$ cat config.mk
export PLATFORM = sky130hd
export DESIGN_NAME = axi_sram_wr
export DESIGN_NICKNAME = d
export VERILOG_FILES = /design/src/common/axi_sram_pkg.sv /design/src/axi_sram/axi_sram_wr.sv
export SDC_FILE = /design/constraint.sdc
export NUM_CORES = 1
export LEC_CHECK = 0
export BUFFER_PORTS_ARGS = -buffer_cell sky130_fd_sc_hd__buf_2
export CAP_MARGIN = 30
export CORE_MARGIN = 4
export CORE_UTILIZATION = 50
export DETAILED_ROUTE_END_ITERATION = 7
export MAX_ROUTING_LAYER = met4
export PLACE_DENSITY = 0.81
export SYNTH_ARGS = -nofsm -noshare
export SYNTH_HDL_FRONTEND = slang
export SYNTH_SLANG_ARGS = --single-unit
$ cat constraint.sdc
create_clock -name clk -period 7.7 [get_ports clk]
set_input_delay 1.155 -clock clk [delete_from_list [all_inputs] [get_ports clk]]
set_output_delay 1.155 -clock clk [all_outputs]
set_load 0.005 [all_outputs]
$ cat src/common/axi_sram_pkg.sv
package axi_sram_pkg;

  ////////////////////////////////////////
  // widths.
  ////////////////////////////////////////

  localparam int AXI_ADDR_WIDTH = 12;   // byte address.
  localparam int AXI_DATA_WIDTH = 16;
  localparam int ID_WIDTH       = 4;
  localparam int STRB_WIDTH     = AXI_DATA_WIDTH / 8;
  localparam int ADDR_LSB       = $clog2(STRB_WIDTH);  // byte offset bits.
  localparam int SRAM_ADDR_WIDTH = AXI_ADDR_WIDTH - ADDR_LSB;
  localparam int SRAM_DEPTH     = 2 ** SRAM_ADDR_WIDTH;

  ////////////////////////////////////////
  // encodings.
  ////////////////////////////////////////

  typedef enum logic [1:0] {
    burst_fixed = 2'b00,
    burst_incr  = 2'b01,
    burst_wrap  = 2'b10   // not supported.
  } axi_burst_e;

  typedef enum logic [1:0] {
    resp_okay   = 2'b00,
    resp_slverr = 2'b10
  } axi_resp_e;

  ////////////////////////////////////////
  // channel payloads.
  ////////////////////////////////////////

  // address channel, shared by ar and aw.
  typedef struct packed {
    logic [ID_WIDTH-1:0]       id;
    logic [AXI_ADDR_WIDTH-1:0] addr;
    logic [7:0]                len;
    axi_burst_e                burst;
  } axi_ar_t;

  typedef struct packed {
    logic [AXI_DATA_WIDTH-1:0] data;
    logic [STRB_WIDTH-1:0]     strb;
    logic                      last;
  } axi_w_t;

  typedef struct packed {
    logic [ID_WIDTH-1:0]       id;
    logic [AXI_DATA_WIDTH-1:0] data;
    axi_resp_e                 resp;
    logic                      last;
  } axi_r_t;

  typedef struct packed {
    logic [ID_WIDTH-1:0] id;
    axi_resp_e           resp;
  } axi_b_t;

  // sram side, meta carries the axi id through.
  typedef struct packed {
    logic [SRAM_ADDR_WIDTH-1:0] addr;
    logic                       wr_en;
    logic [AXI_DATA_WIDTH-1:0]  data;
    logic [STRB_WIDTH-1:0]      strb;
    logic [ID_WIDTH-1:0]        meta;
    logic                       last;
  } sram_cmd_t;

  typedef struct packed {
    logic [AXI_DATA_WIDTH-1:0] data;
    logic [ID_WIDTH-1:0]       meta;
    logic                      last;
  } sram_rsp_t;

endpackage

$ cat src/axi_sram/axi_sram_wr.sv
`timescale 1ns/10ps

module axi_sram_wr (
  input  logic                    clk,
  input  logic                    rst_n,
  input  logic                    aw_valid,
  output logic                    aw_ready,
  input  axi_sram_pkg::axi_ar_t   aw,
  input  logic                    w_valid,
  output logic                    w_ready,
  input  axi_sram_pkg::axi_w_t    w,
  output logic                    b_valid,
  input  logic                    b_ready,
  output axi_sram_pkg::axi_b_t    b,
  output logic                    cmd_valid,
  input  logic                    cmd_ready,
  output axi_sram_pkg::sram_cmd_t cmd
);

  typedef enum logic [1:0] {
    wr_idle,
    wr_data,
    wr_resp
  } wr_state_e;

  wr_state_e                                state;
  logic [axi_sram_pkg::SRAM_ADDR_WIDTH-1:0] word_addr;
  logic [axi_sram_pkg::ID_WIDTH-1:0]        id;
  axi_sram_pkg::axi_burst_e                 burst;
  logic [7:0]                               beats_left;
  logic                                     w_done;
  logic                                     aw_fire;
  logic                                     w_fire;
  logic                                     cmd_fire;

  assign aw_ready = (state == wr_idle);
  // take a beat only when the command slot frees up.
  assign w_ready  = (state == wr_data) && !w_done && (!cmd_valid || cmd_ready);
  assign aw_fire  = aw_valid && aw_ready;
  assign w_fire   = w_valid && w_ready;
  assign cmd_fire = cmd_valid && cmd_ready;

  ////////////////////////////////////////
  // control fsm.
  ////////////////////////////////////////

  always_ff @(posedge clk) begin
    if (~rst_n) begin
      state     <= wr_idle;
      cmd_valid <= 1'b0;
      w_done    <= 1'b0;
    end else begin
      case (state)
        wr_idle: begin
          if (aw_fire) begin
            state  <= wr_data;
            w_done <= 1'b0;
          end
        end
        wr_data: begin
          if (w_fire) begin
            cmd_valid <= 1'b1;
            if (beats_left == 8'd0) w_done <= 1'b1;  // all beats taken.
          end else if (cmd_fire) begin
            cmd_valid <= 1'b0;
          end
          if (cmd_fire && cmd.last) state <= wr_resp;
        end
        wr_resp: begin
          if (b_ready) state <= wr_idle;
        end
        default: state <= wr_idle;
      endcase
    end
  end

  ////////////////////////////////////////
  // burst tracking and command register.
  ////////////////////////////////////////

  always_ff @(posedge clk) begin
    if (aw_fire) begin
      word_addr  <= aw.addr[axi_sram_pkg::AXI_ADDR_WIDTH-1:axi_sram_pkg::ADDR_LSB];
      id         <= aw.id;
      burst      <= aw.burst;
      beats_left <= aw.len;
    end else if (w_fire) begin
      cmd.addr   <= word_addr;
      cmd.wr_en  <= 1'b1;
      cmd.data   <= w.data;
      cmd.strb   <= w.strb;
      cmd.meta   <= id;
      cmd.last   <= w.last;
      beats_left <= beats_left - 8'd1;
      if (burst == axi_sram_pkg::burst_incr) begin
        word_addr <= word_addr + axi_sram_pkg::SRAM_ADDR_WIDTH'(1);
      end
    end
  end

  assign b_valid = (state == wr_resp);

  always_comb begin
    b.id   = id;
    b.resp = axi_sram_pkg::resp_okay;  // no error cases.
  end

  // master's wlast must agree with the aw length.
  a_wlast_count: assert property (@(posedge clk) disable iff (~rst_n)
    w_fire |-> w.last == (beats_left == 8'd0));

  a_no_wrap: assert property (@(posedge clk) disable iff (~rst_n)
    aw_fire |-> aw.burst != axi_sram_pkg::burst_wrap);

endmodule

==> impl_results.md <==
- Outcome: complete, no violations
- Most frequent cell after synthesis: edfxtp_1
- Synth cell types: 38
- Die Y: 79.5 um
- Tcrit/Tclk final: 40.4%
- Clk_skew: 0.00706 ns
- Startpoint types: input pin
- Vias per cell: 4.99
- CP Capture Type: flip-flop
- Share of cells above drive strength 1: 39.3%
- Sw frac: 23.3%
- Total track usage: 15.7%
- Die X: 79.5 um
- Largest area contributor in the netlist: edfxtp_1
- Commonest cells in the netlist: edfxtp_1, nand2_1, nor2_1
- Final net count: 329
- Max Cap Violations: 0
- Pwr dens: 223 nW/um2
- Reg2reg start: state[1]$_SDFFE_PN0P_
- CTS tree: built
- Placement row count: 25
- HPWL reported at the end of detailed placement: 3440 um
- R2R cell count: 3
- Later-pin clock latency in the skew report: 0.32 ns
- Synth Flop Type: edfxtp_1
- Seq/Total Area, Yosys: 72.4%
- Core area: 4850 um2
- F_max: 321 MHz
- Multi-input gate area: 639 um2
- H-tree levels: 3
- CTS Root Cell: clkbuf_8
- Peak VDD IR: 131 uV
- #FFs+latches synth: 63
- Max_slew headroom: 44.3%
- Die area: 6320 um2
- DRT Pass-1 Iters: 5
- Top cells by area, synth: edfxtp_1, dfxtp_1, nand2_1
- YS warnings: 0
- Hold path endpoint: cmd[1]$_DFFE_PP_
- Fillers: 363
- Post-synth EDFFs: 59
- Routability cong.: 0.821
- Worst min path class: flip-flop to flip-flop
- Post-CTS Hold Fix Bufs: 0
- Critical path class: input pin to flip-flop
- Core Util, Final: 66.4%
- Pin count of the biggest net entering global routing: 31
- Routed len/inst: 13.9 um
- Psw: 0.000167 W
- Syn Inst Count: 179
- Ports: 96
- Placed insts: 331
- Clock buffer count from CTS: 9
- Clock power frac: 32.0%
- Clock buffer depth: 2
- Post-route antenna net violation count: 0
- Hold Crit Start: id[0]$_DFFE_PP_
- Total Neg Setup Slack: 0 ns
- Mapped Area: 2560 um2
- Met1 usage: 18.9%
- Final Hold Viols: 0
- Post-cts resize count: 0
- Vias post-DR: 1730
- Syn Area/Cell: 14.3 um2
- Pint: 0.000551 W
- RSZ-0062 raised after global routing: no
- Max-slew violation count: 0
- GRT overflow: 0
- Critical path arrival: 3.30 ns
- Clk slew on worst S/H paths: 0.06 ns
- Post-CTS Repair Setup Buffers: 0
- Num Clock Sinks: 63
- Synth top area share: 69.3%
- LEAKAGE: 1.27 nW
- Met2 Resource Use GR: 23.6%
- Combinational Power Share: 9.6%
- Detailed router's first-iteration violation count: 75
- WHS Path Cells: 0
- Finished Layout Cells: 347
- Seq. cell area: 1850 um2
- Antenna violations before repair: 0
- Initial Util: 52.7%
- CP Max Fanout: 29
- Worst R2R Setup Slack: 5.10 ns
- Area Overhead vs Synth: 25.9%
- Sequential power share: 58.4%
- Routed WL: 4830 um
- First-pass GRT wire length: 7160 um
- Slew @ Worst Pin: 0.835 ns
- Power after layout: 0.000718 W
- Grt met3 use: 4.18%
- I/O Buffers: 91
- Final antenna diode count: 0
- Vias in the first global route: 1504
- WP data required: 7.89 ns
- Final Critical Period: 3.11 ns
- Busiest grt layer: met2
- Reg2reg end: word_addr[6]$_DFFE_PP_
- Setup violators final: 0
- DR DRC count: 0
- Post-synthesis async set-or-reset flop share: 0%
## layer usage
| metal | routed length, um | part of all wire (%) | vias up |
|---|---|---|---|
| met5 | 0 | 0 | - |
| met4 | 114 | 2.4 | 0 |
| met3 | 433 | 9.0 | 11 |
| met2 | 2190 | 45 | 79 |
| met1 | 2080 | 43 | 768 |
| li1 | - | - | 872 |
## cell usage in the layout (no fill, tap or decap), drive strengths merged, types with 2 or more instances in the layout
cell type  instances
o31ai              3
dfxtp              4
nor2b              3
clkbuf            12
o21a               3
or3                4
buf               92
nand2             15
a31oi              5
nand3              8
conb               3
nand4              4
clkinv             3
edfxtp            59
o21ai              8
a21oi              3
xor2               2
nor2              11
inv                6
ha                 3
nor3               2
xnor2              4
or4                8
o211ai             4
## cells by family (layout without fill, tap and decap cells)
group | Yosys count | in the layout | synth area share (%)
flip-flops | 63 | 63 | 72.4
AO/OA/AOI/OAI | 28 | 28 | 7.05
other | 2 | 3 | 0.294
AND/OR/NAND/NOR | 63 | 63 | 13.7
adder cells (fa/ha/maj) | 3 | 3 | 1.47
XOR/XNOR | 6 | 6 | 2.06
buffers and inverters | 14 | 114 | 3.03
## critical path, stage by stage
cell and delay, ns:
buf_2 0.10, or3b_1 0.68, inv_1 0.62, or4_1 0.65, nand3_1 0.09
## power by group through the flow
stage / clock network [W] / logic, W / registers [W]
after global placement: 0 / 0.0000671 / 0.000426
after detailed placement: 0 / 0.0000695 / 0.000427
after global routing: 0.000253 / 0.0000773 / 0.000422
final: 0.000230 / 0.0000687 / 0.000420
after floorplan: 0 / 0.0000400 / 0.000424
after CTS: 0.000235 / 0.0000699 / 0.000419
## metrics by stage
step	area (um2)	setup WS (ns)	hold slack, ns
after CTS	3220	4.59	0.450
after global routing	3220	4.39	0.473
after floorplan	2560	3.54	0.441
after detailed placement	3060	4.24	0.435
after global placement	3060	4.24	0.427
final	3220	4.59	0.446
## state kept, by name (all words and copies together) (netlist names)
name / cells
beats_left: 8
burst: 2
cmd: 34
cmd_valid: 1
id: 4
state: 2
w_done: 1
word_addr: 11
## how the worst max path moves through the flow
stage                          from                      end  cells after the start
final                      aw_valid   word_addr[7]$_DFFE_PP_                      5
after floorplan           cmd_ready   word_addr[0]$_DFFE_PP_                      3
after global routing       aw_valid  beats_left[7]$_DFFE_PP_                      5
after CTS                  aw_valid   word_addr[6]$_DFFE_PP_                      4
after global placement     aw_valid   word_addr[9]$_DFFE_PP_                      4
after detailed placement   aw_valid   word_addr[9]$_DFFE_PP_                      4
## cell type report
cell class	count	share of cell area [%]
clock buffer	12	4.20
tap	67	2.60
sequential	63	57.5
clock inverter	4	0.700
multi-input combinational	103	19.9
inverter	6	0.700
timing repair buffer	92	14.4
(Power assumes the default switching activity.)
