### src/common/axi_sram_pkg.sv
package axi_sram_pkg;

  ////////////////////////////////////////
  // widths.
  ////////////////////////////////////////

  localparam int AXI_ADDR_WIDTH = 12;   // byte address.
  localparam int AXI_DATA_WIDTH = 16;
  localparam int ID_WIDTH       = 4;
  localparam int STRB_WIDTH     = AXI_DATA_WIDTH / 8;
  localparam int ADDR_LSB       = $clog2(STRB_WIDTH);  // byte offset bits.
  localparam int SRAM_ADDR_WIDTH = AXI_ADDR_WIDTH - ADDR_LSB;
  localparam int SRAM_DEPTH     = 2 ** SRAM_ADDR_WIDTH;

  ////////////////////////////////////////
  // encodings.
  ////////////////////////////////////////

  typedef enum logic [1:0] {
    burst_fixed = 2'b00,
    burst_incr  = 2'b01,
    burst_wrap  = 2'b10   // not supported.
  } axi_burst_e;

  typedef enum logic [1:0] {
    resp_okay   = 2'b00,
    resp_slverr = 2'b10
  } axi_resp_e;

  ////////////////////////////////////////
  // channel payloads.
  ////////////////////////////////////////

  // address channel, shared by ar and aw.
  typedef struct packed {
    logic [ID_WIDTH-1:0]       id;
    logic [AXI_ADDR_WIDTH-1:0] addr;
    logic [7:0]                len;
    axi_burst_e                burst;
  } axi_ar_t;

  typedef struct packed {
    logic [AXI_DATA_WIDTH-1:0] data;
    logic [STRB_WIDTH-1:0]     strb;
    logic                      last;
  } axi_w_t;

  typedef struct packed {
    logic [ID_WIDTH-1:0]       id;
    logic [AXI_DATA_WIDTH-1:0] data;
    axi_resp_e                 resp;
    logic                      last;
  } axi_r_t;

  typedef struct packed {
    logic [ID_WIDTH-1:0] id;
    axi_resp_e           resp;
  } axi_b_t;

  // sram side, meta carries the axi id through.
  typedef struct packed {
    logic [SRAM_ADDR_WIDTH-1:0] addr;
    logic                       wr_en;
    logic [AXI_DATA_WIDTH-1:0]  data;
    logic [STRB_WIDTH-1:0]      strb;
    logic [ID_WIDTH-1:0]        meta;
    logic                       last;
  } sram_cmd_t;

  typedef struct packed {
    logic [AXI_DATA_WIDTH-1:0] data;
    logic [ID_WIDTH-1:0]       meta;
    logic                      last;
  } sram_rsp_t;

endpackage

### src/axi_sram/sram_arbiter.sv
`timescale 1ns/10ps

module sram_arbiter (
  input  logic                    clk,
  input  logic                    rst_n,
  input  logic                    rd_cmd_valid,
  output logic                    rd_cmd_ready,
  input  axi_sram_pkg::sram_cmd_t rd_cmd,
  input  logic                    wr_cmd_valid,
  output logic                    wr_cmd_ready,
  input  axi_sram_pkg::sram_cmd_t wr_cmd,
  output logic                    mem_cmd_valid,
  input  logic                    mem_cmd_ready,
  output axi_sram_pkg::sram_cmd_t mem_cmd,
  input  logic                    mem_rsp_valid,
  output logic                    mem_rsp_ready,
  input  axi_sram_pkg::sram_rsp_t mem_rsp,
  output logic                    rd_rsp_valid,
  input  logic                    rd_rsp_ready,
  output axi_sram_pkg::sram_rsp_t rd_rsp
);

  logic last_wr;   // last grant went to write.
  logic hold;      // grant locked until accepted.
  logic hold_wr;
  logic grant_wr;

  always_comb begin
    if (hold) begin
      grant_wr = hold_wr;
    end else if (rd_cmd_valid && wr_cmd_valid) begin
      grant_wr = !last_wr;  // round robin.
    end else begin
      grant_wr = wr_cmd_valid;
    end
  end

  assign mem_cmd_valid = grant_wr ? wr_cmd_valid : rd_cmd_valid;
  assign mem_cmd       = grant_wr ? wr_cmd : rd_cmd;
  assign rd_cmd_ready  = !grant_wr && mem_cmd_ready;
  assign wr_cmd_ready  = grant_wr && mem_cmd_ready;

  always_ff @(posedge clk) begin
    if (~rst_n) begin
      last_wr <= 1'b0;
      hold    <= 1'b0;
      hold_wr <= 1'b0;
    end else if (mem_cmd_valid && mem_cmd_ready) begin
      last_wr <= grant_wr;
      hold    <= 1'b0;
    end else if (mem_cmd_valid) begin
      hold    <= 1'b1;
      hold_wr <= grant_wr;
    end
  end

  ////////////////////////////////////////
  // read data goes straight back.
  ////////////////////////////////////////

  assign rd_rsp_valid  = mem_rsp_valid;
  assign rd_rsp        = mem_rsp;
  assign mem_rsp_ready = rd_rsp_ready;

  // a switch of side would flip wr_en, so the stalled command must not move.
  a_grant_locked: assert property (@(posedge clk) disable iff (~rst_n)
    mem_cmd_valid && !mem_cmd_ready |=> mem_cmd_valid && $stable(mem_cmd));

endmodule

### config.mk
export PLATFORM = sky130hd
export DESIGN_NAME = sram_arbiter
export DESIGN_NICKNAME = d
export VERILOG_FILES = /design/src/common/axi_sram_pkg.sv /design/src/axi_sram/sram_arbiter.sv
export SDC_FILE = /design/constraint.sdc
export NUM_CORES = 1
export LEC_CHECK = 0
export BUFFER_PORTS_ARGS = -buffer_cell sky130_fd_sc_hd__buf_2
export CAP_MARGIN = 20
export CELL_PAD_IN_SITES_DETAIL_PLACEMENT = 0
export CELL_PAD_IN_SITES_GLOBAL_PLACEMENT = 1
export CORE_MARGIN = 2
export CORE_UTILIZATION = 13
export DETAILED_ROUTE_END_ITERATION = 10
export PLACE_DENSITY = 0.85
export SYNTH_ARGS = -nofsm -noshare
export SYNTH_HDL_FRONTEND = slang
export SYNTH_SLANG_ARGS = --single-unit
### constraint.sdc
create_clock -name clk -period 1.5 [get_ports clk]
set_input_delay 0.15 -clock clk [delete_from_list [all_inputs] [get_ports clk]]
set_output_delay 0.15 -clock clk [all_outputs]
set_load 0.02 [all_outputs]
==> results.json, run 1 <==
{
  "status": "finished with violations",
  "violations": "setup timing",
  "antennaDiodeCount": 0,
  "vias_per_cell": 3.87,
  "yosysSeqAreaShare": 0.0740,
  "layout_common_cells": "buf_2 (79), mux2_4 (34), buf_6 (33)",
  "p_sw_mw": 0.398,
  "layout_min_cycle_time_ns": 1.77,
  "seqPwrFrac": 0.078,
  "worst_path_largest_cell_delay_ns": 0.31,
  "synth_nets": 182,
  "drv_slew": 0,
  "cts_buffers": 3,
  "grt_max_degree": 20,
  "wl_mm": 3.18,
  "cts_hold_buffers": 0,
  "arrival_ns": 1.62,
  "post_drt_wl_per_cell_um": 12.1,
  "setup_viol": 37,
  "grt_pass1_vias": 985,
  "critical_path_class": "register to primary output",
  "path_cells": "and2_4, a31oi_4, buf_12, clkbuf_16, mux2_4, buf_6",
  "antenna_found_initial": 0,
  "finClkSkew_ns": 0.00363,
  "path_delay_family": "buffers and inverters",
  "initial_utilization": 0.136,
  "final_layout_size_suffix_gt1_frac": 0.904,
  "hold_violations": 0,
  "dieArea_sq_um": 6890,
  "cts_root_buffer": "clkbuf_8",
  "die_h_um": 83.0,
  "drc": 0,
  "hp-start": "rst_n",
  "clk_path_buf_depth": 2,
  "slowest_stage": "dfxtp_2",
  "rsz0062_at_grt": "true",
  "cap_violations": 0,
  "setup_ws_ns": -0.275,
  "pwr-share-comb": 0.710,
  "dpl_cell_area_sq_um": 1430,
  "fillers": 628,
  "cellLeakagePower_nw": 1.01,
  "power_density_nw_per_um2": 631,
  "core_sq_um": 5990,
  "clkPwrFrac": 0.213,
  "start_kind": "register",
  "worst_hold_path_type": "input pin to register",
  "syn-cell-area_sq_um": 812,
  "sw_frac_of_total": 0.342,
  "critPathRequiredTime_ns": 1.35,
  "path_clk_slew_ns": 0.03,
  "io_buffers": 112,
  "num-nets-final": 286,
  "grt_use_total": 0.0721,
  "worst_pin_slew_ns": 0.229,
  "clock.fmax_mhz": 564,
  "seqCellArea_sq_um": 62.6,
  "syn_to_final_growth_pct": 127,
  "maxSlewHeadroom": 0.845,
  "regToRegStartpoint": "hold_wr$_SDFFE_PN0P_",
  "peakVddDrop_mv": 0.386,
  "critPathBufInv": 3,
  "layout_commonest_cell": "buf_2",
  "crit_start": "hold_wr$_SDFFE_PN0P_",
  "gp_congestion": 0.710,
  "multi_input_area_sq_um": 666,
  "grt_pass1_wl_mm": 4.21,
  "critPathMaxFanout": 8,
  "drt_iter0_drc": 9,
  "fin_area_sq_um": 1840,
  "die_w_um": 83.0,
  "num_vias": 1013,
  "num_io_pins": 159,
  "syn_inst": 84,
  "finalPower_mw": 1.16,
  "yosysWarnings": 0,
  "avgSynthCellArea_sq_um": 9.67,
  "cts_tree": "yes",
  "clock_latency_ns": 0.22,
  "p_int_mw": 0.764,
  "rows": 28,
  "firstDrtPassIters": 2,
  "htree_num_levels": 1,
  "cts_sinks": 3,
  "crit_path_end_kind": "primary output",
  "ys_seq_elements": 3,
  "synth_cell_types": 19,
  "fin_crit_sh": 1.18,
  "ant_nets": 0,
  "grt_overflow": 0
}
## stage by stage
step | setup TNS (ns) | utilization | setup slack (ns) | hold WS (ns) | std cells
global route | -10.77 | 0.308 | -0.318 | 0.167 | 262
global placement | -0.0313 | 0.238 | -0.00821 | 0.300 | 251
CTS | -8.83 | 0.250 | -0.276 | 0.157 | 255
floorplan | 0 | - | 0.00755 | 0.268 | 84
detailed placement | -0.397 | 0.238 | -0.0341 | 0.300 | 251
finish | -9.14 | 0.308 | -0.275 | 0.156 | 262
## worst register-to-register path, delay by kind of cell (launching register included)
kind | cells | cell delay (ns)
DFF | 1 | 0.31
and+or+nand+nor | 1 | 0.08
AOI/OAI and AO/OA | 1 | 0.18
buffers and inverters | 1 | 0.10
muxes | 1 | 0.17
## layer usage
| metal | GRT usage | part of all wire | wire (um) |
|---|---|---|---|
| met1 | 0.0762 | 0.38 | 1220 |
| met4 | 0.0402 | 0.015 | 47 |
| met2 | 0.130 | 0.52 | 1650 |
| met5 | 0 | 0 | 0 |
| met3 | 0.0179 | 0.082 | 259 |
## cells in the mapped netlist
cell type  number  area, sq um
a211oi_1        1         7.51
a21boi_0        2         15.0
a21oi_1         1         5.00
a31oi_4         1         21.3
and2_1          2         12.5
buf_4          23          173
buf_8           3         45.0
dfxtp_1         3         60.1
inv_1           1         3.75
mux2_1          2         22.5
mux2_2         33          372
mux2i_1         1         10.0
nand2_1         3         11.3
nor2_1          2         7.51
nor2b_1         1         6.26
nor3b_1         1         7.51
nor4bb_1        1         10.0
o21a_1          2         15.0
o21bai_1        1         7.51
## timing repair
action	CTS	global route
setup buffers	0	2
cloned	0	5
resized for setup	9	65
setup endpoints to repair	36	37
pin swaps	0	1
## cells by family (layout without fill, tap and decap cells)
logic type             Yosys count  in the layout  synth area share
and+or+nand+nor                 10             10            0.0678
AOI/OAI and AO/OA                8              8            0.0878
muxes                           36             36             0.498
DFF                              3              3            0.0740
buffers and inverters           27            130             0.273
## registers in the layout, indices dropped and copies added, names as in the netlist
name,flops
hold,1
hold_wr,1
last_wr,1
## power by group through the flow
stage                     combinational (mW)  clock [mW]  sequential (mW)
final                                  0.825       0.247           0.0902
after global routing                   0.873       0.257           0.0909
after CTS                              0.628       0.251           0.0896
after detailed placement               0.610           0           0.0907
after global placement                 0.602           0           0.0901
after floorplan                        0.482           0           0.0923
## area by class of cell
class | count | share of cell area
clock buffer | 4 | 0.0244
inverter | 1 | 0.00204
multi-input combinational | 54 | 0.361
sequential | 3 | 0.0339
tap | 75 | 0.0509
timing repair buffer | 125 | 0.527
## path summary, 6_finish.rpt
kind | endpoint | slack, ns | cells past startpoint
worst min register to register | last_wr$_SDFFE_PN0P_ | 0.65 | 3
worst max register to register | hold$_SDFFE_PP0P_ | 0.56 | 4
worst max-delay path | mem_cmd[16] | -0.27 | 6
worst min-delay path | hold_wr$_SDFFE_PN0P_ | 0.16 | 2
No activity file was read; power rests on OpenSTA's default activity.
==> inputs of run 2 (changes only) <==
CORE_MARGIN = not set   (was 2)
==> results.json, run 2 (synthesis gave the netlist of run 1 again) <==
{
  "maxSlewHeadroom": 0.840,
  "critPathMaxFanout": 8,
  "rr_endpoint": "hold_wr$_SDFFE_PN0P_",
  "hp-start": "rst_n",
  "grt_overflow": 0,
  "grt_pass1_vias": 772,
  "post_drt_wl_per_cell_um": 12.3,
  "cts_tree": "yes",
  "die_w_um": 81.0,
  "num-nets-final": 287,
  "wl_mm": 3.24,
  "htree_num_levels": 1,
  "worst_path_largest_cell_delay_ns": 0.32,
  "drt_iter0_drc": 19,
  "grtUsageMet2": 0.112,
  "clock.fmax_mhz": 565,
  "status": "finished with violations",
  "fin_crit_sh": 1.18,
  "fillers": 632,
  "num_io_pins": 159,
  "layout_common_cells": "buf_2 (78), mux2_4 (35), buf_6 (34)",
  "arrival_ns": 1.62,
  "critical_path_class": "register to primary output",
  "antennaDiodeCount": 0,
  "power_density_nw_per_um2": 630,
  "setup_viol": 37,
  "clk_path_buf_depth": 2,
  "vias_per_cell": 3.91,
  "dieArea_sq_um": 6570,
  "grt_max_degree": 20,
  "start_kind": "register",
  "path_cells": "and2_4, a31oi_4, buf_12, clkbuf_16, mux2_4, buf_6",
  "finClkSkew_ns": 0.00500,
  "rsz0062_at_grt": "true",
  "peakVddDrop_mv": 0.622,
  "cellLeakagePower_nw": 1.02,
  "drc": 0,
  "rows": 28,
  "hold_violations": 0,
  "cts_hold_buffers": 0,
  "hold_end": "hold_wr$_SDFFE_PN0P_",
  "slowest_stage": "dfxtp_2",
  "final_layout_size_suffix_gt1_frac": 0.888,
  "top_usage_layer": "met2",
  "cts_root_buffer": "clkbuf_8",
  "regToRegStartpoint": "hold$_SDFFE_PP0P_",
  "setup_ws_ns": -0.269,
  "die_h_um": 81.0,
  "whs_ns": 0.159,
  "firstDrtPassIters": 2,
  "seqCellArea_sq_um": 61.3,
  "antenna_found_initial": 0,
  "hpwl_mm": 2.20,
  "cts_sinks": 3,
  "fin_util": 0.311,
  "top_regs": "hold (1), hold_wr (1), last_wr (1)",
  "layout_min_cycle_time_ns": 1.77,
  "io_buffers": 112,
  "use_met1": 0.0717,
  "initial_utilization": 0.136,
  "grt_pass1_wl_mm": 3.27,
  "syn_to_final_growth_pct": 128,
  "multi_input_area_sq_um": 664,
  "hold-path-cell-count": 2,
  "drv_slew": 0,
  "path_clk_slew_ns": 0.03,
  "ant_nets": 0,
  "use_met3": 0.0213,
  "cts_buffers": 3,
  "critPathRequiredTime_ns": 1.35,
  "layout_commonest_cell": "buf_2",
  "grt_use_total": 0.0640,
  "violations": "setup timing",
  "clock_latency_ns": 0.22,
  "r2r_cells": 4,
  "worst_hold_path_type": "input pin to register",
  "cap_violations": 0,
  "crit_path_end_kind": "primary output",
  "core_sq_um": 5960,
  "rrSetupSlack_ns": 0.46,
  "gp_congestion": 0.741,
  "worst_pin_slew_ns": 0.237,
  "num_vias": 1029
}
run 2: cell type report:
| cell class | instances | area share |
|---|---|---|
| Timing Repair Buffer | 126 | 0.532 |
| Multi-Input combinational cell | 54 | 0.358 |
| Tap cell | 75 | 0.0506 |
| Sequential cell | 3 | 0.0331 |
| Clock buffer | 4 | 0.0243 |
| Inverter | 1 | 0.00202 |
run 2: power breakdown:
part / leakage [nW] / internal, mW / switching [mW]
Clock: 0.0228 / 0.182 / 0.0603
Sequential: 0.0250 / 0.0865 / 0.00360
Combinational: 0.971 / 0.500 / 0.335
run 2: through the flow:
step / setup TNS (ns) / total power, mW / instance area (sq um) / setup WS [ns] / std cells
finish: -8.89 / 1.17 / 1850 / -0.269 / 263
global route: -10.71 / 1.24 / 1850 / -0.321 / 263
CTS: -9.07 / 0.967 / 1500 / -0.281 / 255
detailed placement: -0.744 / 0.702 / 1430 / -0.0423 / 251
global placement: -0.0106 / 0.693 / 1430 / -0.00491 / 251
floorplan: 0 / 0.574 / 921 / 0.00755 / 84
run 2: how the worst max path moves through the flow:
stage / from / end / slack (ns) / depth (start not counted)
after floorplan: hold_wr$_SDFFE_PN0P_ / mem_cmd[10] / 0.008 / 4
after global placement: hold$_SDFFE_PP0P_ / mem_cmd[20] / -0.005 / 5
after detailed placement: hold$_SDFFE_PP0P_ / mem_cmd[1] / -0.04 / 5
after CTS: hold$_SDFFE_PP0P_ / mem_cmd[1] / -0.28 / 5
after global routing: hold$_SDFFE_PP0P_ / mem_cmd[6] / -0.32 / 6
final: hold$_SDFFE_PP0P_ / mem_cmd[6] / -0.27 / 6
run 2: layer usage:
metal / vias up / share of wire
met3: 2 / 0.086
li1: 485 / -
met1: 469 / 0.37
met4: 0 / 0.0055
met5: - / 0
met2: 73 / 0.53
run 2: worst max-delay path: cells and delay by family, from the launching register on:
| family | cells | cell delay [ns] |
|---|---|---|
| DFF | 1 | 0.32 |
| buffers and inverters | 3 | 0.45 |
| muxes | 1 | 0.31 |
| AOI/OAI and AO/OA | 1 | 0.16 |
| and+or+nand+nor | 1 | 0.14 |
run 2: what timing repair did:
| action | in CTS | in global routing |
|---|---|---|
| resized for setup | 9 | 65 |
| buffers inserted | 0 | 3 |
| endpoints found under the hold margin | 0 | 0 |
| endpoints found under the setup margin | 36 | 37 |
| gates cloned | 0 | 5 |
==> inputs of run 3 (changes only) <==
TNS_END_PERCENT = 10   (was not set)
==> results.json, run 3 (synthesis gave the netlist of run 1 again) <==
{
  "finClkSkew_ns": 0.00496,
  "arrival_ns": 1.62,
  "slowest_stage": "dfxtp_2",
  "die_h_um": 81.0,
  "violations": "setup timing",
  "grt_pass1_vias": 772,
  "hpwl_mm": 2.20,
  "layout_commonest_cell": "buf_2",
  "cellLeakagePower_nw": 1.00,
  "htree_num_levels": 1,
  "clock_latency_ns": 0.22,
  "io_buffers": 112,
  "start_kind": "register",
  "core_sq_um": 5960,
  "worst_hold_path_type": "input pin to register",
  "grt_overflow": 0,
  "rsz0062_at_grt": "true",
  "critical_path_class": "register to primary output",
  "cts_buffers": 3,
  "wl_mm": 3.17,
  "peakVddDrop_mv": 0.622,
  "dp_cells": 251,
  "grt_pass1_wl_mm": 3.27,
  "grt_max_degree": 20,
  "cts_sinks": 3,
  "num_vias": 1021,
  "fillers": 632,
  "die_w_um": 81.0,
  "dieArea_sq_um": 6570,
  "layout_common_cells": "buf_2 (83), mux2_4 (33), buf_6 (29)",
  "drv_slew": 0,
  "status": "finished with violations",
  "rows": 28,
  "cts_hold_buffers": 0,
  "antenna_found_initial": 0,
  "worst_path_largest_cell_delay_ns": 0.32,
  "vias_per_cell": 3.88,
  "critPathRequiredTime_ns": 1.35,
  "syn_to_final_growth_pct": 124,
  "setup_ws_ns": -0.269,
  "power_density_nw_per_um2": 630,
  "num-nets-final": 287,
  "fin_tns_setup_ns": -9.00,
  "cts_root_buffer": "clkbuf_8",
  "cts_tree": "yes",
  "drt_iter0_drc": 17,
  "post_drt_wl_per_cell_um": 12.0,
  "path_clk_slew_ns": 0.03,
  "path_cells": "and2_4, a31oi_4, buf_12, clkbuf_16, mux2_4, buf_6",
  "layout_min_cycle_time_ns": 1.77,
  "num_io_pins": 159,
  "pre_cts_ws_ns": -0.0423,
  "drc": 0,
  "setup_viol": 37,
  "critPathMaxFanout": 8,
  "top_regs": "hold (1), hold_wr (1), last_wr (1)",
  "firstDrtPassIters": 4,
  "cap_violations": 0,
  "clk_path_buf_depth": 2,
  "grt_use_total": 0.0640,
  "maxSlewHeadroom": 0.838,
  "initial_utilization": 0.136,
  "worst_pin_slew_ns": 0.239,
  "crit_path_end_kind": "primary output",
  "seqCellArea_sq_um": 61.3,
  "hold_violations": 0,
  "fin_crit_sh": 1.18,
  "clock.fmax_mhz": 565,
  "ant_nets": 0,
  "multi_input_area_sq_um": 657,
  "final_layout_size_suffix_gt1_frac": 0.888,
  "antennaDiodeCount": 0,
  "instances_no_fill": 263,
  "gp_congestion": 0.741
}
## run 3: repair_timing
item	in CTS	in global routing
gates cloned	0	5
setup buffers	0	3
gates resized for setup	9	53
endpoints found under the setup margin	36	37
## run 3: final timing paths
path,from,endpoint,slack (ns),cells past startpoint
max,hold$_SDFFE_PP0P_,mem_cmd[6],-0.27,6
max reg2reg,hold$_SDFFE_PP0P_,hold_wr$_SDFFE_PN0P_,0.46,4
min,rst_n,hold_wr$_SDFFE_PN0P_,0.16,2
min reg2reg,last_wr$_SDFFE_PN0P_,last_wr$_SDFFE_PN0P_,0.66,3
## run 3: cell type report
class | instances | area share
repair buffers | 126 | 0.526
multi-input cells | 54 | 0.362
well taps | 75 | 0.0517
flip-flops and latches | 3 | 0.0338
clock buffers | 4 | 0.0248
inverters | 1 | 0.00207
## run 3: report_power, final
group	switching, mW	internal (mW)	leakage (nW)
combinational	0.329	0.481	0.952
sequential	0.00361	0.0865	0.0250
clock	0.0603	0.182	0.0228
## run 3: metrics by stage
stage | area (sq um) | power [mW] | utilization | hold slack [ns]
after floorplan | 921 | 0.574 | - | 0.268
after global placement | 1430 | 0.693 | 0.240 | 0.300
after detailed placement | 1430 | 0.702 | 0.240 | 0.300
after CTS | 1500 | 0.967 | 0.252 | 0.154
after global routing | 1820 | 1.21 | 0.305 | 0.167
final | 1820 | 1.14 | 0.305 | 0.161
## run 3: per-layer routing
metal,GRT usage,wire [um]
met5,0,0
met4,0.0232,18
met3,0.0213,280
met2,0.112,1660
met1,0.0717,1210
## run 3: worst max-delay path: cells and delay by family (launching register included)
family          cells  cell delay [ns]
simple gates        1             0.14
flops               1             0.32
compound gates      1             0.16
buf+inv             3             0.45
mux                 1             0.31
