$ cat src/common/axi_sram_pkg.sv
package axi_sram_pkg;

  ////////////////////////////////////////
  // widths.
  ////////////////////////////////////////

  localparam int AXI_ADDR_WIDTH = 12;   // byte address.
  localparam int AXI_DATA_WIDTH = 16;
  localparam int ID_WIDTH       = 4;
  localparam int STRB_WIDTH     = AXI_DATA_WIDTH / 8;
  localparam int ADDR_LSB       = $clog2(STRB_WIDTH);  // byte offset bits.
  localparam int SRAM_ADDR_WIDTH = AXI_ADDR_WIDTH - ADDR_LSB;
  localparam int SRAM_DEPTH     = 2 ** SRAM_ADDR_WIDTH;

  ////////////////////////////////////////
  // encodings.
  ////////////////////////////////////////

  typedef enum logic [1:0] {
    burst_fixed = 2'b00,
    burst_incr  = 2'b01,
    burst_wrap  = 2'b10   // not supported.
  } axi_burst_e;

  typedef enum logic [1:0] {
    resp_okay   = 2'b00,
    resp_slverr = 2'b10
  } axi_resp_e;

  ////////////////////////////////////////
  // channel payloads.
  ////////////////////////////////////////

  // address channel, shared by ar and aw.
  typedef struct packed {
    logic [ID_WIDTH-1:0]       id;
    logic [AXI_ADDR_WIDTH-1:0] addr;
    logic [7:0]                len;
    axi_burst_e                burst;
  } axi_ar_t;

  typedef struct packed {
    logic [AXI_DATA_WIDTH-1:0] data;
    logic [STRB_WIDTH-1:0]     strb;
    logic                      last;
  } axi_w_t;

  typedef struct packed {
    logic [ID_WIDTH-1:0]       id;
    logic [AXI_DATA_WIDTH-1:0] data;
    axi_resp_e                 resp;
    logic                      last;
  } axi_r_t;

  typedef struct packed {
    logic [ID_WIDTH-1:0] id;
    axi_resp_e           resp;
  } axi_b_t;

  // sram side, meta carries the axi id through.
  typedef struct packed {
    logic [SRAM_ADDR_WIDTH-1:0] addr;
    logic                       wr_en;
    logic [AXI_DATA_WIDTH-1:0]  data;
    logic [STRB_WIDTH-1:0]      strb;
    logic [ID_WIDTH-1:0]        meta;
    logic                       last;
  } sram_cmd_t;

  typedef struct packed {
    logic [AXI_DATA_WIDTH-1:0] data;
    logic [ID_WIDTH-1:0]       meta;
    logic                      last;
  } sram_rsp_t;

endpackage

$ cat src/axi_sram/axi_sram_rd.sv
`timescale 1ns/10ps

module axi_sram_rd (
  input  logic                    clk,
  input  logic                    rst_n,
  input  logic                    ar_valid,
  output logic                    ar_ready,
  input  axi_sram_pkg::axi_ar_t   ar,
  output logic                    r_valid,
  input  logic                    r_ready,
  output axi_sram_pkg::axi_r_t    r,
  output logic                    cmd_valid,
  input  logic                    cmd_ready,
  output axi_sram_pkg::sram_cmd_t cmd,
  input  logic                    rsp_valid,
  output logic                    rsp_ready,
  input  axi_sram_pkg::sram_rsp_t rsp
);

  logic                                     busy;
  logic [7:0]                               beats_left;
  logic [axi_sram_pkg::SRAM_ADDR_WIDTH-1:0] word_addr;
  logic [axi_sram_pkg::ID_WIDTH-1:0]        id;
  axi_sram_pkg::axi_burst_e                 burst;
  logic                                     ar_fire;
  logic                                     cmd_fire;

  assign ar_ready = ~busy;  // one burst in conversion.
  assign ar_fire  = ar_valid && ar_ready;
  assign cmd_fire = cmd_valid && cmd_ready;

  ////////////////////////////////////////
  // ar to read commands.
  ////////////////////////////////////////

  always_ff @(posedge clk) begin
    if (~rst_n) begin
      busy <= 1'b0;
    end else if (ar_fire) begin
      busy <= 1'b1;
    end else if (cmd_fire && beats_left == 8'd0) begin
      busy <= 1'b0;  // final beat issued.
    end
  end

  always_ff @(posedge clk) begin
    if (ar_fire) begin
      beats_left <= ar.len;
      word_addr  <= ar.addr[axi_sram_pkg::AXI_ADDR_WIDTH-1:axi_sram_pkg::ADDR_LSB];
      id         <= ar.id;
      burst      <= ar.burst;
    end else if (cmd_fire) begin
      beats_left <= beats_left - 8'd1;
      // fixed bursts keep hitting the same word.
      if (burst == axi_sram_pkg::burst_incr) begin
        word_addr <= word_addr + axi_sram_pkg::SRAM_ADDR_WIDTH'(1);
      end
    end
  end

  assign cmd_valid = busy;

  always_comb begin
    cmd       = '0;
    cmd.addr  = word_addr;
    cmd.wr_en = 1'b0;
    cmd.meta  = id;
    cmd.last  = (beats_left == 8'd0);
  end

  ////////////////////////////////////////
  // responses back onto r.
  ////////////////////////////////////////

  assign r_valid   = rsp_valid;
  assign rsp_ready = r_ready;

  always_comb begin
    r.id   = rsp.meta;
    r.data = rsp.data;
    r.resp = axi_sram_pkg::resp_okay;
    r.last = rsp.last;
  end

  // wrap bursts are not handled.
  a_no_wrap: assert property (@(posedge clk) disable iff (~rst_n)
    ar_fire |-> ar.burst != axi_sram_pkg::burst_wrap);

  // the arbiter may stall us, the command must not move meanwhile.
  a_cmd_stable: assert property (@(posedge clk) disable iff (~rst_n)
    cmd_valid && !cmd_ready |=> cmd_valid && $stable(cmd));

endmodule

$ cat config.mk
export PLATFORM = sky130hd
export DESIGN_NAME = axi_sram_rd
export DESIGN_NICKNAME = d
export VERILOG_FILES = /design/src/common/axi_sram_pkg.sv /design/src/axi_sram/axi_sram_rd.sv
export SDC_FILE = /design/constraint.sdc
export NUM_CORES = 1
export LEC_CHECK = 0
export BUFFER_PORTS_ARGS = -buffer_cell sky130_fd_sc_hd__buf_2
export CORE_AREA = 4 4 66 68
export DETAILED_ROUTE_END_ITERATION = 7
export DIE_AREA = 0 0 70 72
export GPL_TIMING_DRIVEN = 0
export PLACE_DENSITY = 0.85
export SLEW_MARGIN = 30
export SYNTH_ARGS = -nofsm -noshare
export SYNTH_HDL_FRONTEND = slang
export SYNTH_SLANG_ARGS = --single-unit
$ cat constraint.sdc
create_clock -name clk -period 4.9 [get_ports clk]
set_input_delay 0.49 -clock clk [delete_from_list [all_inputs] [get_ports clk]]
set_output_delay 0.49 -clock clk [all_outputs]
set_load 0.02 [all_outputs]
==> flow_metrics.tcl, run 1 <==
set metrics [dict create \
    power_density_nw_per_um2 258.6 \
    holdBufCountCts 0 \
    final_max_slew_viol_count 0 \
    multiInputGateArea_um2 591.8 \
    endpoint_kind "output pin" \
    ys_ff_latch 26 \
    dr.pass1.iters 4 \
    cp-start-kind "flip-flop" \
    ys_warn_count 0 \
    drive_gt1_share_pct 46.56 \
    cts_setup_buffers 0 \
    dp_hpwl_um 2957 \
    async_flop_share_pct 0 \
    antenna_found_initial 0 \
    cts_tree "done" \
    num-fill-cells 354 \
    synth_edf_count 25 \
    routedWlPerCell_um 11.44 \
    core_area_um2 3856 \
    vias_per_cell 4.532 \
    num_rows 23 \
    rsz0062_at_grt "no" \
    avgSynthCellArea_um2 9.943 \
    finalCritPeriodShare_pct 48.07 \
    drt_iter0_markers 48 \
    globalplace.congestion 0.7738 \
    cts_buffer_depth 2 \
    clock_skew_ps 4.858 \
    ff2ff_path_depth 5 \
    min-delay-start "ar[23]" \
    hold_path_class "input port to flip-flop" \
    start_util_pct 43.32 \
    routed_wl_um 3568 \
    yosys.area.top_type "edfxtp_1" \
    grt_pass1_wl_um 5499 \
    synth_top_cell_area_share_pct 44.94 \
    grt_max_degree 16 \
    synthTopCellsByCount "46 x buf_4, 25 x edfxtp_1, 14 x nand2_1" \
    synth.area.top_cells "edfxtp_1 45%, buf_4 21%, o21ai_0 3.6%" \
    arrival_ps 1870 \
    hold_path_end "id[1]" \
    synthDistinctLibCells 27 \
    fin_crit_ps 2355 \
    crit_required_ps 4410 \
    grt_pass1_vias 1274 \
    cts_root_buffer "clkbuf_8" \
    die_y_um 72 \
    cp_max_fo 5 \
    drc 0 \
    grt_use_total_pct 13.78 \
    whs_path_depth 1 \
    hold_viol_final 0 \
    ys.flop_type "edfxtp_1" \
    cp-startpoint "beats_left[4]" \
    regToRegEndpoint "word_addr[6]" \
    area_growth_pct 32.06 \
    h-tree-depth 1 \
    register_area_um2 770.7 \
    status "finished, final reports clean" \
    worstReg2RegStart "cmd_valid" \
    antennaDiodeCount 0 \
    vias 1414 \
    die_area_um2 5040 \
    synthesis.area_um2 1670 \
    path_clk_slew_ps 80 \
    port_buffers 69 \
    clock_sinks 26 \
    io_pins 115 \
    grt.overflow.total 0 \
    setup_tns_ps 0 \
    cts_resized 0 \
    yosysSeqAreaShare_pct 46.14 \
    final_nets 319 \
    setup_viol 0 \
    fin_total_pwr_w 0.0005705 \
    postLayoutCoreUtil_pct 57.20 \
    max_cap_violations 0 \
    r2r_slack_ps 3130 \
    numCtsBuffers 3 \
    dieWidth_um 70 \
    leakage_nw 1.041 \
    syn-instance-count 168 \
    vdd_ir_drop_max_mv 0.1908 \
    placed_area_um2 2161 \
    timing.fmax_mhz 424.5 \
    worstSetupPathType "flip-flop to output pin" \
    ant_nets 0 \
    yosysMostFrequentCell "buf_4" \
    clk_latency_ps 270 \
    design_area_um2 2206 \
]
-- power breakdown --
| group | internal (W) | switching [W] | leakage, nW |
|---|---|---|---|
| Sequential | 0.000271 | 0.0000190 | 0.248 |
| Clock | 0.0000562 | 0.0000650 | 0.0231 |
| Combinational | 0.0000696 | 0.0000892 | 0.770 |
| Total | 0.000397 | 0.000173 | 1.04 |
-- layout by cell type, fill, tap and decap left out, drive strengths merged, types with 4 or more instances in the layout --
cell    instances
buf           117
edfxtp         25
conb           21
nand2          14
o21ai          12
nor2           10
a31oi           8
inv             6
nand3           6
or3             6
or4             6
xnor2           5
clkbuf          4
-- how the worst max path moves through the flow --
| stage | to | slack, ps | cells after the start |
|---|---|---|---|
| 2_1_floorplan | cmd[0] | 2630 | 2 |
| 3_3_place_gp | word_addr[6] | 2590 | 5 |
| 3_5_place_dp | cmd[0] | 2850 | 3 |
| 4_1_cts | cmd[0] | 2530 | 3 |
| 5_1_grt | cmd[0] | 2440 | 3 |
| 6_report | cmd[0] | 2540 | 3 |
-- cell type report --
| class | instances | area share [%] |
|---|---|---|
| multi-input combinational | 108 | 26.83 |
| tap | 50 | 2.836 |
| inverter | 6 | 1.021 |
| clock buffer | 3 | 1.872 |
| sequential | 26 | 34.94 |
| clock inverter | 1 | 0.1702 |
| timing repair buffer | 70 | 16.00 |
| buffer | 48 | 16.34 |
-- through the flow --
step,cells,setup slack [ps],hold WS [ps]
finish,312,2545,391.6
detailed placement,308,2847,492.4
floorplan,188,2634,559.9
global route,312,2443,370.8
global placement,307,2588,488.1
CTS,312,2526,377.7
-- registers in the layout, summed over array words and instances (netlist names) --
signal	cells
word_addr	11
beats_left	8
id	4
burst	2
cmd_valid	1
-- routing by layer --
layer / global-route usage (%) / wire length [µm] / vias to the layer above
met1: 15.47 / 1291 / 625
met4: 5.106 / 45 / 0
met5: 0 / 0 / -
li1: - / - / 722
met3: 4.017 / 331 / 4
met2: 24.87 / 1899 / 63
-- critical path, stage by stage, from the launching register on --
cell      delay (ps)
edfxtp_1         430
or4_4            580
nor4b_1          350
buf_2            240
-- cells by family after synthesis --
kind of cell             share of synthesized area, %
buffers and inverters                           22.92
AND/OR/NAND/NOR                                 15.58
AO/OA/AOI/OAI                                   9.737
flip-flops                                      46.14
XOR/XNOR                                        3.146
adder cells (fa/ha/maj)                         2.247
other                                          0.2245
Note: power is estimated with default switching activity, not from simulation.
==> inputs of run 2 (changes only) <==
--- a/config.mk
+++ b/config.mk
@@ -6,11 +6,11 @@
 export NUM_CORES = 1
 export LEC_CHECK = 0
 export BUFFER_PORTS_ARGS = -buffer_cell sky130_fd_sc_hd__buf_2
-export CORE_AREA = 4 4 66 68
+export CORE_AREA = 4 4 73 75
 export DETAILED_ROUTE_END_ITERATION = 7
-export DIE_AREA = 0 0 70 72
+export DIE_AREA = 0 0 77 79
 export GPL_TIMING_DRIVEN = 0
-export PLACE_DENSITY = 0.85
+export PLACE_DENSITY = 0.73
 export SLEW_MARGIN = 30
 export SYNTH_ARGS = -nofsm -noshare
 export SYNTH_HDL_FRONTEND = slang
==> constraint.sdc (replaced) <==
create_clock -name clk -period 2.08 [get_ports clk]
set_input_delay 0.208 -clock clk [delete_from_list [all_inputs] [get_ports clk]]
set_output_delay 0.208 -clock clk [all_outputs]
set_load 0.02 [all_outputs]
==> run 2 against run 1 <==
  * Die area rose by 21%
  * Worst hold slack got worse by 280 ps
  * Global-route usage fell by 1.8 points
  * Flip-flop and latch count did not move
  * Final cell count rose by 1.3%
  * Register-to-register slack got worse by 2900 ps
  * Non-clock buffer count did not move
  * Critical endpoint unchanged
==> flow_metrics.tcl, run 2 (synthesized netlist as in run 1, its figures left out) <==
set metrics [dict create \
    status "finished, final reports clean" \
    clk_latency_ps 280 \
    drt_iter0_markers 83 \
    ff2ff_path_depth 5 \
    ant_nets 0 \
    grt_pass1_vias 1339 \
    cp-start-kind "flip-flop" \
    grt_pass1_wl_um 5927 \
    power_density_nw_per_um2 664.2 \
    postLayoutCoreUtil_pct 48.32 \
    final_max_slew_viol_count 0 \
    cts_root_buffer "clkbuf_8" \
    area_growth_pct 34.83 \
    timing.fmax_mhz 506.4 \
    clock_sinks 26 \
    dieWidth_um 77 \
    final_nets 319 \
    hold_path_class "input port to flip-flop" \
    numCtsBuffers 3 \
    dp_hpwl_um 3154 \
    path_clk_slew_ps 90 \
    start_util_pct 35.84 \
    setup_viol 0 \
    vias_per_cell 4.449 \
    min-delay-start "ar[23]" \
    crit_required_ps 1870 \
    final_cell_mix "69 x buf_2, 47 x buf_4, 25 x edfxtp_1" \
    p_switching_w 0.0004333 \
    p_int_w 0.001063 \
    drc 0 \
    routedWlPerCell_um 12.42 \
    grt.overflow.total 0 \
    largest_reg_flops 11 \
    dr.pass1.iters 4 \
    layout_commonest_cell "buf_2" \
    slowest_stage "or4_4" \
    hold_viol_final 0 \
    port_buffers 69 \
    grt_max_degree 16 \
    arrival_ps 1770 \
    regMostFlops "word_addr" \
    io_pins 115 \
    post-place-ws_ps 241.2 \
    antennaDiodeCount 0 \
    worstReg2RegStart "cmd_valid" \
    antenna_found_initial 0 \
    layout_top_registers "word_addr (11), beats_left (8), id (4)" \
    critPathMaxStageDelay_ps 600 \
    whs_path_depth 1 \
    globalplace.congestion 0.7965 \
    num_rows 25 \
    rsz0062_at_grt "no" \
    pwr-share-seq_pct 46.0 \
    cts_buffer_depth 2 \
    pwr-share-clk_pct 28.6 \
    max_cap_violations 0 \
    cp-startpoint "beats_left[4]" \
    drive_gt1_share_pct 47.33 \
    endpoint_kind "output pin" \
    fin_crit_ps 1975 \
    grt_use_total_pct 11.97 \
    vdd_ir_drop_max_mv 0.3264 \
    leakage_nw 1.060 \
    path_cells "or4_4 > nor4b_4 > buf_2" \
    worst_slack_ps 105.3 \
    routed_wl_um 3924 \
    holdBufCountCts 0 \
    die_y_um 79 \
    finalCritPeriodShare_pct 94.94 \
    die_area_um2 6083 \
    comb_power_share_pct 25.5 \
    cp_max_fo 5 \
    clock_skew_ps 9.082 \
    cts_tree "done" \
    vias 1406 \
    worstSetupPathType "flip-flop to output pin" \
    swShare_pct 28.96 \
    core_area_um2 4661 \
    h-tree-depth 1 \
]
run 2: power by group through the flow:
| stage | Clock [W] | Sequential, W | Combinational, W |
|---|---|---|---|
| global route | 0.000454 | 0.000694 | 0.000420 |
| global placement | 0 | 0.000694 | 0.000371 |
| detailed placement | 0 | 0.000698 | 0.000381 |
| CTS | 0.000437 | 0.000686 | 0.000383 |
| finish | 0.000428 | 0.000687 | 0.000381 |
| floorplan | 0 | 0.000718 | 0.000245 |
run 2: layout make-up:
type | instances | area [µm²]
Sequential cell | 26 | 770.7
Timing Repair Buffer | 70 | 352.8
Inverter | 6 | 22.52
Multi-Input combinational cell | 108 | 606.8
Clock inverter | 1 | 30.03
Buffer | 48 | 360.3
Clock buffer | 3 | 41.29
Fill cell | 449 | 2409
Tap cell | 54 | 67.56
run 2: per-stage QoR:
step | power (W) | hold slack (ps) | setup TNS [ps] | cell area, µm² | std cells
after global placement | 0.001065 | 384.0 | -657.4 | 2165 | 311
after global routing | 0.001569 | 93.84 | 0 | 2252 | 316
final | 0.001496 | 107.8 | 0 | 2252 | 316
after CTS | 0.001506 | 97.55 | 0 | 2243 | 316
after floorplan | 0.0009632 | 306.9 | 0 | 1752 | 188
after detailed placement | 0.001079 | 387.3 | 0 | 2172 | 312
run 2: path summary, 6_finish.rpt:
check | end | slack [ps]
setup / recovery | cmd[0] | 110
hold / removal | id[1] | 110
setup reg to reg | word_addr[3] | 250
hold reg to reg | cmd_valid | 520
run 2: critical path, delay by kind of cell, from the launching register on:
kind / cells / cell delay (ps)
and+or+nand+nor: 2 / 850
DFF: 1 / 430
buffers and inverters: 1 / 210
run 2: layer usage:
layer,vias to the layer above,GRT usage [%],routed length [µm]
li1,722,-,-
met1,612,13.72,1568
met2,68,20.64,1945
met3,4,5.102,375
met4,0,3.025,34
met5,-,0,0
run 2: what timing repair did:
item	4_1_cts	5_1_grt
endpoints found under the setup margin	0	1
gates resized for setup	0	1
buffers inserted	0	0
==> inputs of run 3 (changes only) <==
--- a/config.mk
+++ b/config.mk
@@ -5,12 +5,13 @@
 export SDC_FILE = /design/constraint.sdc
 export NUM_CORES = 1
 export LEC_CHECK = 0
+export ABC_AREA = 1
 export BUFFER_PORTS_ARGS = -buffer_cell sky130_fd_sc_hd__buf_2
 export CORE_AREA = 4 4 73 75
 export DETAILED_ROUTE_END_ITERATION = 7
 export DIE_AREA = 0 0 77 79
 export GPL_TIMING_DRIVEN = 0
-export PLACE_DENSITY = 0.73
+export PLACE_DENSITY = 0.75
 export SLEW_MARGIN = 30
 export SYNTH_ARGS = -nofsm -noshare
 export SYNTH_HDL_FRONTEND = slang
==> run 3 against run 2 <==
  * Setup slack gained 270 ps
  * Sequential share of layout area shrank 0.94 points
  * Global-route usage is 0.49 points higher
  * Highest routed layer unchanged
  * Largest cell class unchanged
  * Cell area up 2.8%
==> flow_metrics.tcl, run 3 <==
set metrics [dict create \
    status "finished, final reports clean" \
    drc 0 \
    area_growth_pct 32.78 \
    gr-usage-met3_pct 2.834 \
    clk_latency_ps 280 \
    synth.area.top_cells "edfxtp_1 43%, buf_4 19%, nand2_1 11%" \
    timing.critical_path.buf_inv 2 \
    antennaDiodeCount 0 \
    largest_reg_flops 11 \
    yosysSeqAreaShare_pct 44.19 \
    setup_tns_ps 0 \
    antenna_found_initial 0 \
    postLayoutCoreUtil_pct 49.69 \
    clock_skew_ps 4.472 \
    numCtsBuffers 3 \
    setup_viol 0 \
    arrival_ps 1490 \
    register_area_um2 770.7 \
    layout_commonest_cell "buf_2" \
    start_util_pct 37.42 \
    cp_max_fo 4 \
    slowest_stage "edfxtp_1" \
    drive_gt1_share_pct 43.33 \
    grt.overflow.total 0 \
    cts_root_buffer "clkbuf_8" \
    grt_pass1_vias 1365 \
    drt_iter0_markers 46 \
    cts_resized 0 \
    globalplace.congestion 0.8355 \
    cp_top_family "flip-flops" \
    ant_nets 0 \
    final_cell_mix "70 x buf_2, 51 x nand2_1, 46 x buf_4" \
    ys.flop_type "edfxtp_1" \
    grt_pass1_wl_um 6134 \
    grt_use_met1_pct 15.09 \
    maxSlewHeadroom_pct 64.36 \
    max_cap_violations 0 \
    routed_wl_um 4001 \
    synth_top_cell_area_share_pct 43.04 \
    ys_ff_latch 26 \
    synthTopCellsByCount "51 x nand2_1, 45 x buf_4, 25 x edfxtp_1" \
    num_rows 25 \
    synthDistinctLibCells 27 \
    clock_sinks 26 \
    dp_hpwl_um 3272 \
    grt_max_degree 16 \
    design_area_um2 2316 \
    rsz0062_at_grt "no" \
    crit_required_ps 1870 \
    routedWlPerCell_um 11.30 \
    final_nets 357 \
    cts_tree "done" \
    die_area_um2 6083 \
    async_flop_share_pct 0 \
    hold_path_class "input port to flip-flop" \
    holdBufCountCts 0 \
    vias 1517 \
    power_density_nw_per_um2 656.5 \
    synthesis.area_um2 1744 \
    worstSetupPathType "flip-flop to output pin" \
    port_buffers 69 \
    layout_top_registers "word_addr (11), beats_left (8), id (4)" \
    tightest_slew_ps 531.5 \
    hold_viol_final 0 \
    fin_crit_ps 1701 \
    synth_edf_count 25 \
    critPathMaxStageDelay_ps 400 \
    cts_setup_buffers 0 \
    fin_total_pwr_w 0.001520 \
    finalCritPeriodShare_pct 81.77 \
    vias_per_cell 4.285 \
    avgSynthCellArea_um2 8.467 \
    placed_area_um2 2245 \
    regMostFlops "word_addr" \
    h-tree-depth 1 \
    grt_use_total_pct 12.46 \
    endpoint_kind "output pin" \
    num-fill-cells 470 \
    use_met2_pct 22.13 \
    ys_warn_count 0 \
    timing.fmax_mhz 588.0 \
    cp-start-kind "flip-flop" \
    io_pins 115 \
    die_y_um 79 \
    path_cells "inv_1 > ha_1 > nand3_1 > nor3_1 > buf_2" \
    yosys.area.top_type "edfxtp_1" \
    dieWidth_um 77 \
    yosysMostFrequentCell "nand2_1" \
    vdd_ir_drop_max_mv 0.4090 \
    core_area_um2 4661 \
    path_clk_slew_ps 100 \
    leakage_nw 1.186 \
    cts_buffer_depth 2 \
    grt-busiest-layer "met2" \
    multiInputGateArea_um2 646.9 \
    syn-instance-count 206 \
    dr.pass1.iters 4 \
    final_max_slew_viol_count 0 \
]
==> run 3: kinds of logic (layout without fill, tap and decap cells) <==
| family | Yosys count | after routing | share of synthesized area (%) |
|---|---|---|---|
| adder cells (fa/ha/maj) | 3 | 3 | 2.152 |
| AND/OR/NAND/NOR | 94 | 94 | 22.88 |
| AO/OA/AOI/OAI | 18 | 18 | 5.739 |
| other | 1 | 21 | 0.2150 |
| buffers and inverters | 61 | 135 | 23.31 |
| flip-flops | 26 | 26 | 44.19 |
| XOR/XNOR | 3 | 3 | 1.507 |
==> run 3: final cells by class <==
cell class              instances  area share, %
flip-flops and latches         26          33.28
plain buffers                  47          15.29
multi-input cells             139          27.93
repair buffers                 70          15.23
inverters                      14          2.269
clock inverters                 1          1.297
well taps                      54          2.917
clock buffers                   3          1.783
==> run 3: worst paths after layout <==
check                 endpoint     startpoint  slack, ps  depth (start not counted)
hold reg to reg      cmd_valid      cmd_valid        610                          2
hold / removal           id[3]         ar[25]        100                          1
setup / recovery        cmd[0]  beats_left[0]        380                          5
setup reg to reg  word_addr[4]      cmd_valid        540                          3
==> run 3: per-layer routing <==
| metal | vias up | routed length, µm |
|---|---|---|
| met5 | - | 0 |
| met4 | 0 | 39 |
| met3 | 4 | 379 |
| met2 | 79 | 1906 |
| met1 | 639 | 1676 |
| li1 | 795 | - |
==> run 3: through the flow <==
stage | setup slack [ps] | std cells | hold slack (ps)
6_report | 379.2 | 354 | 97.60
5_1_grt | 219.6 | 354 | 92.51
4_1_cts | 396.4 | 354 | 94.35
3_5_place_dp | 552.0 | 350 | 386.1
3_3_place_gp | -50.07 | 349 | 384.5
2_1_floorplan | 161.9 | 226 | 306.9
==> run 3: report_power, final <==
| group | switching, W | internal [W] |
|---|---|---|
| sequential | 0.0000430 | 0.000640 |
| combinational | 0.000240 | 0.000166 |
| clock | 0.000174 | 0.000258 |
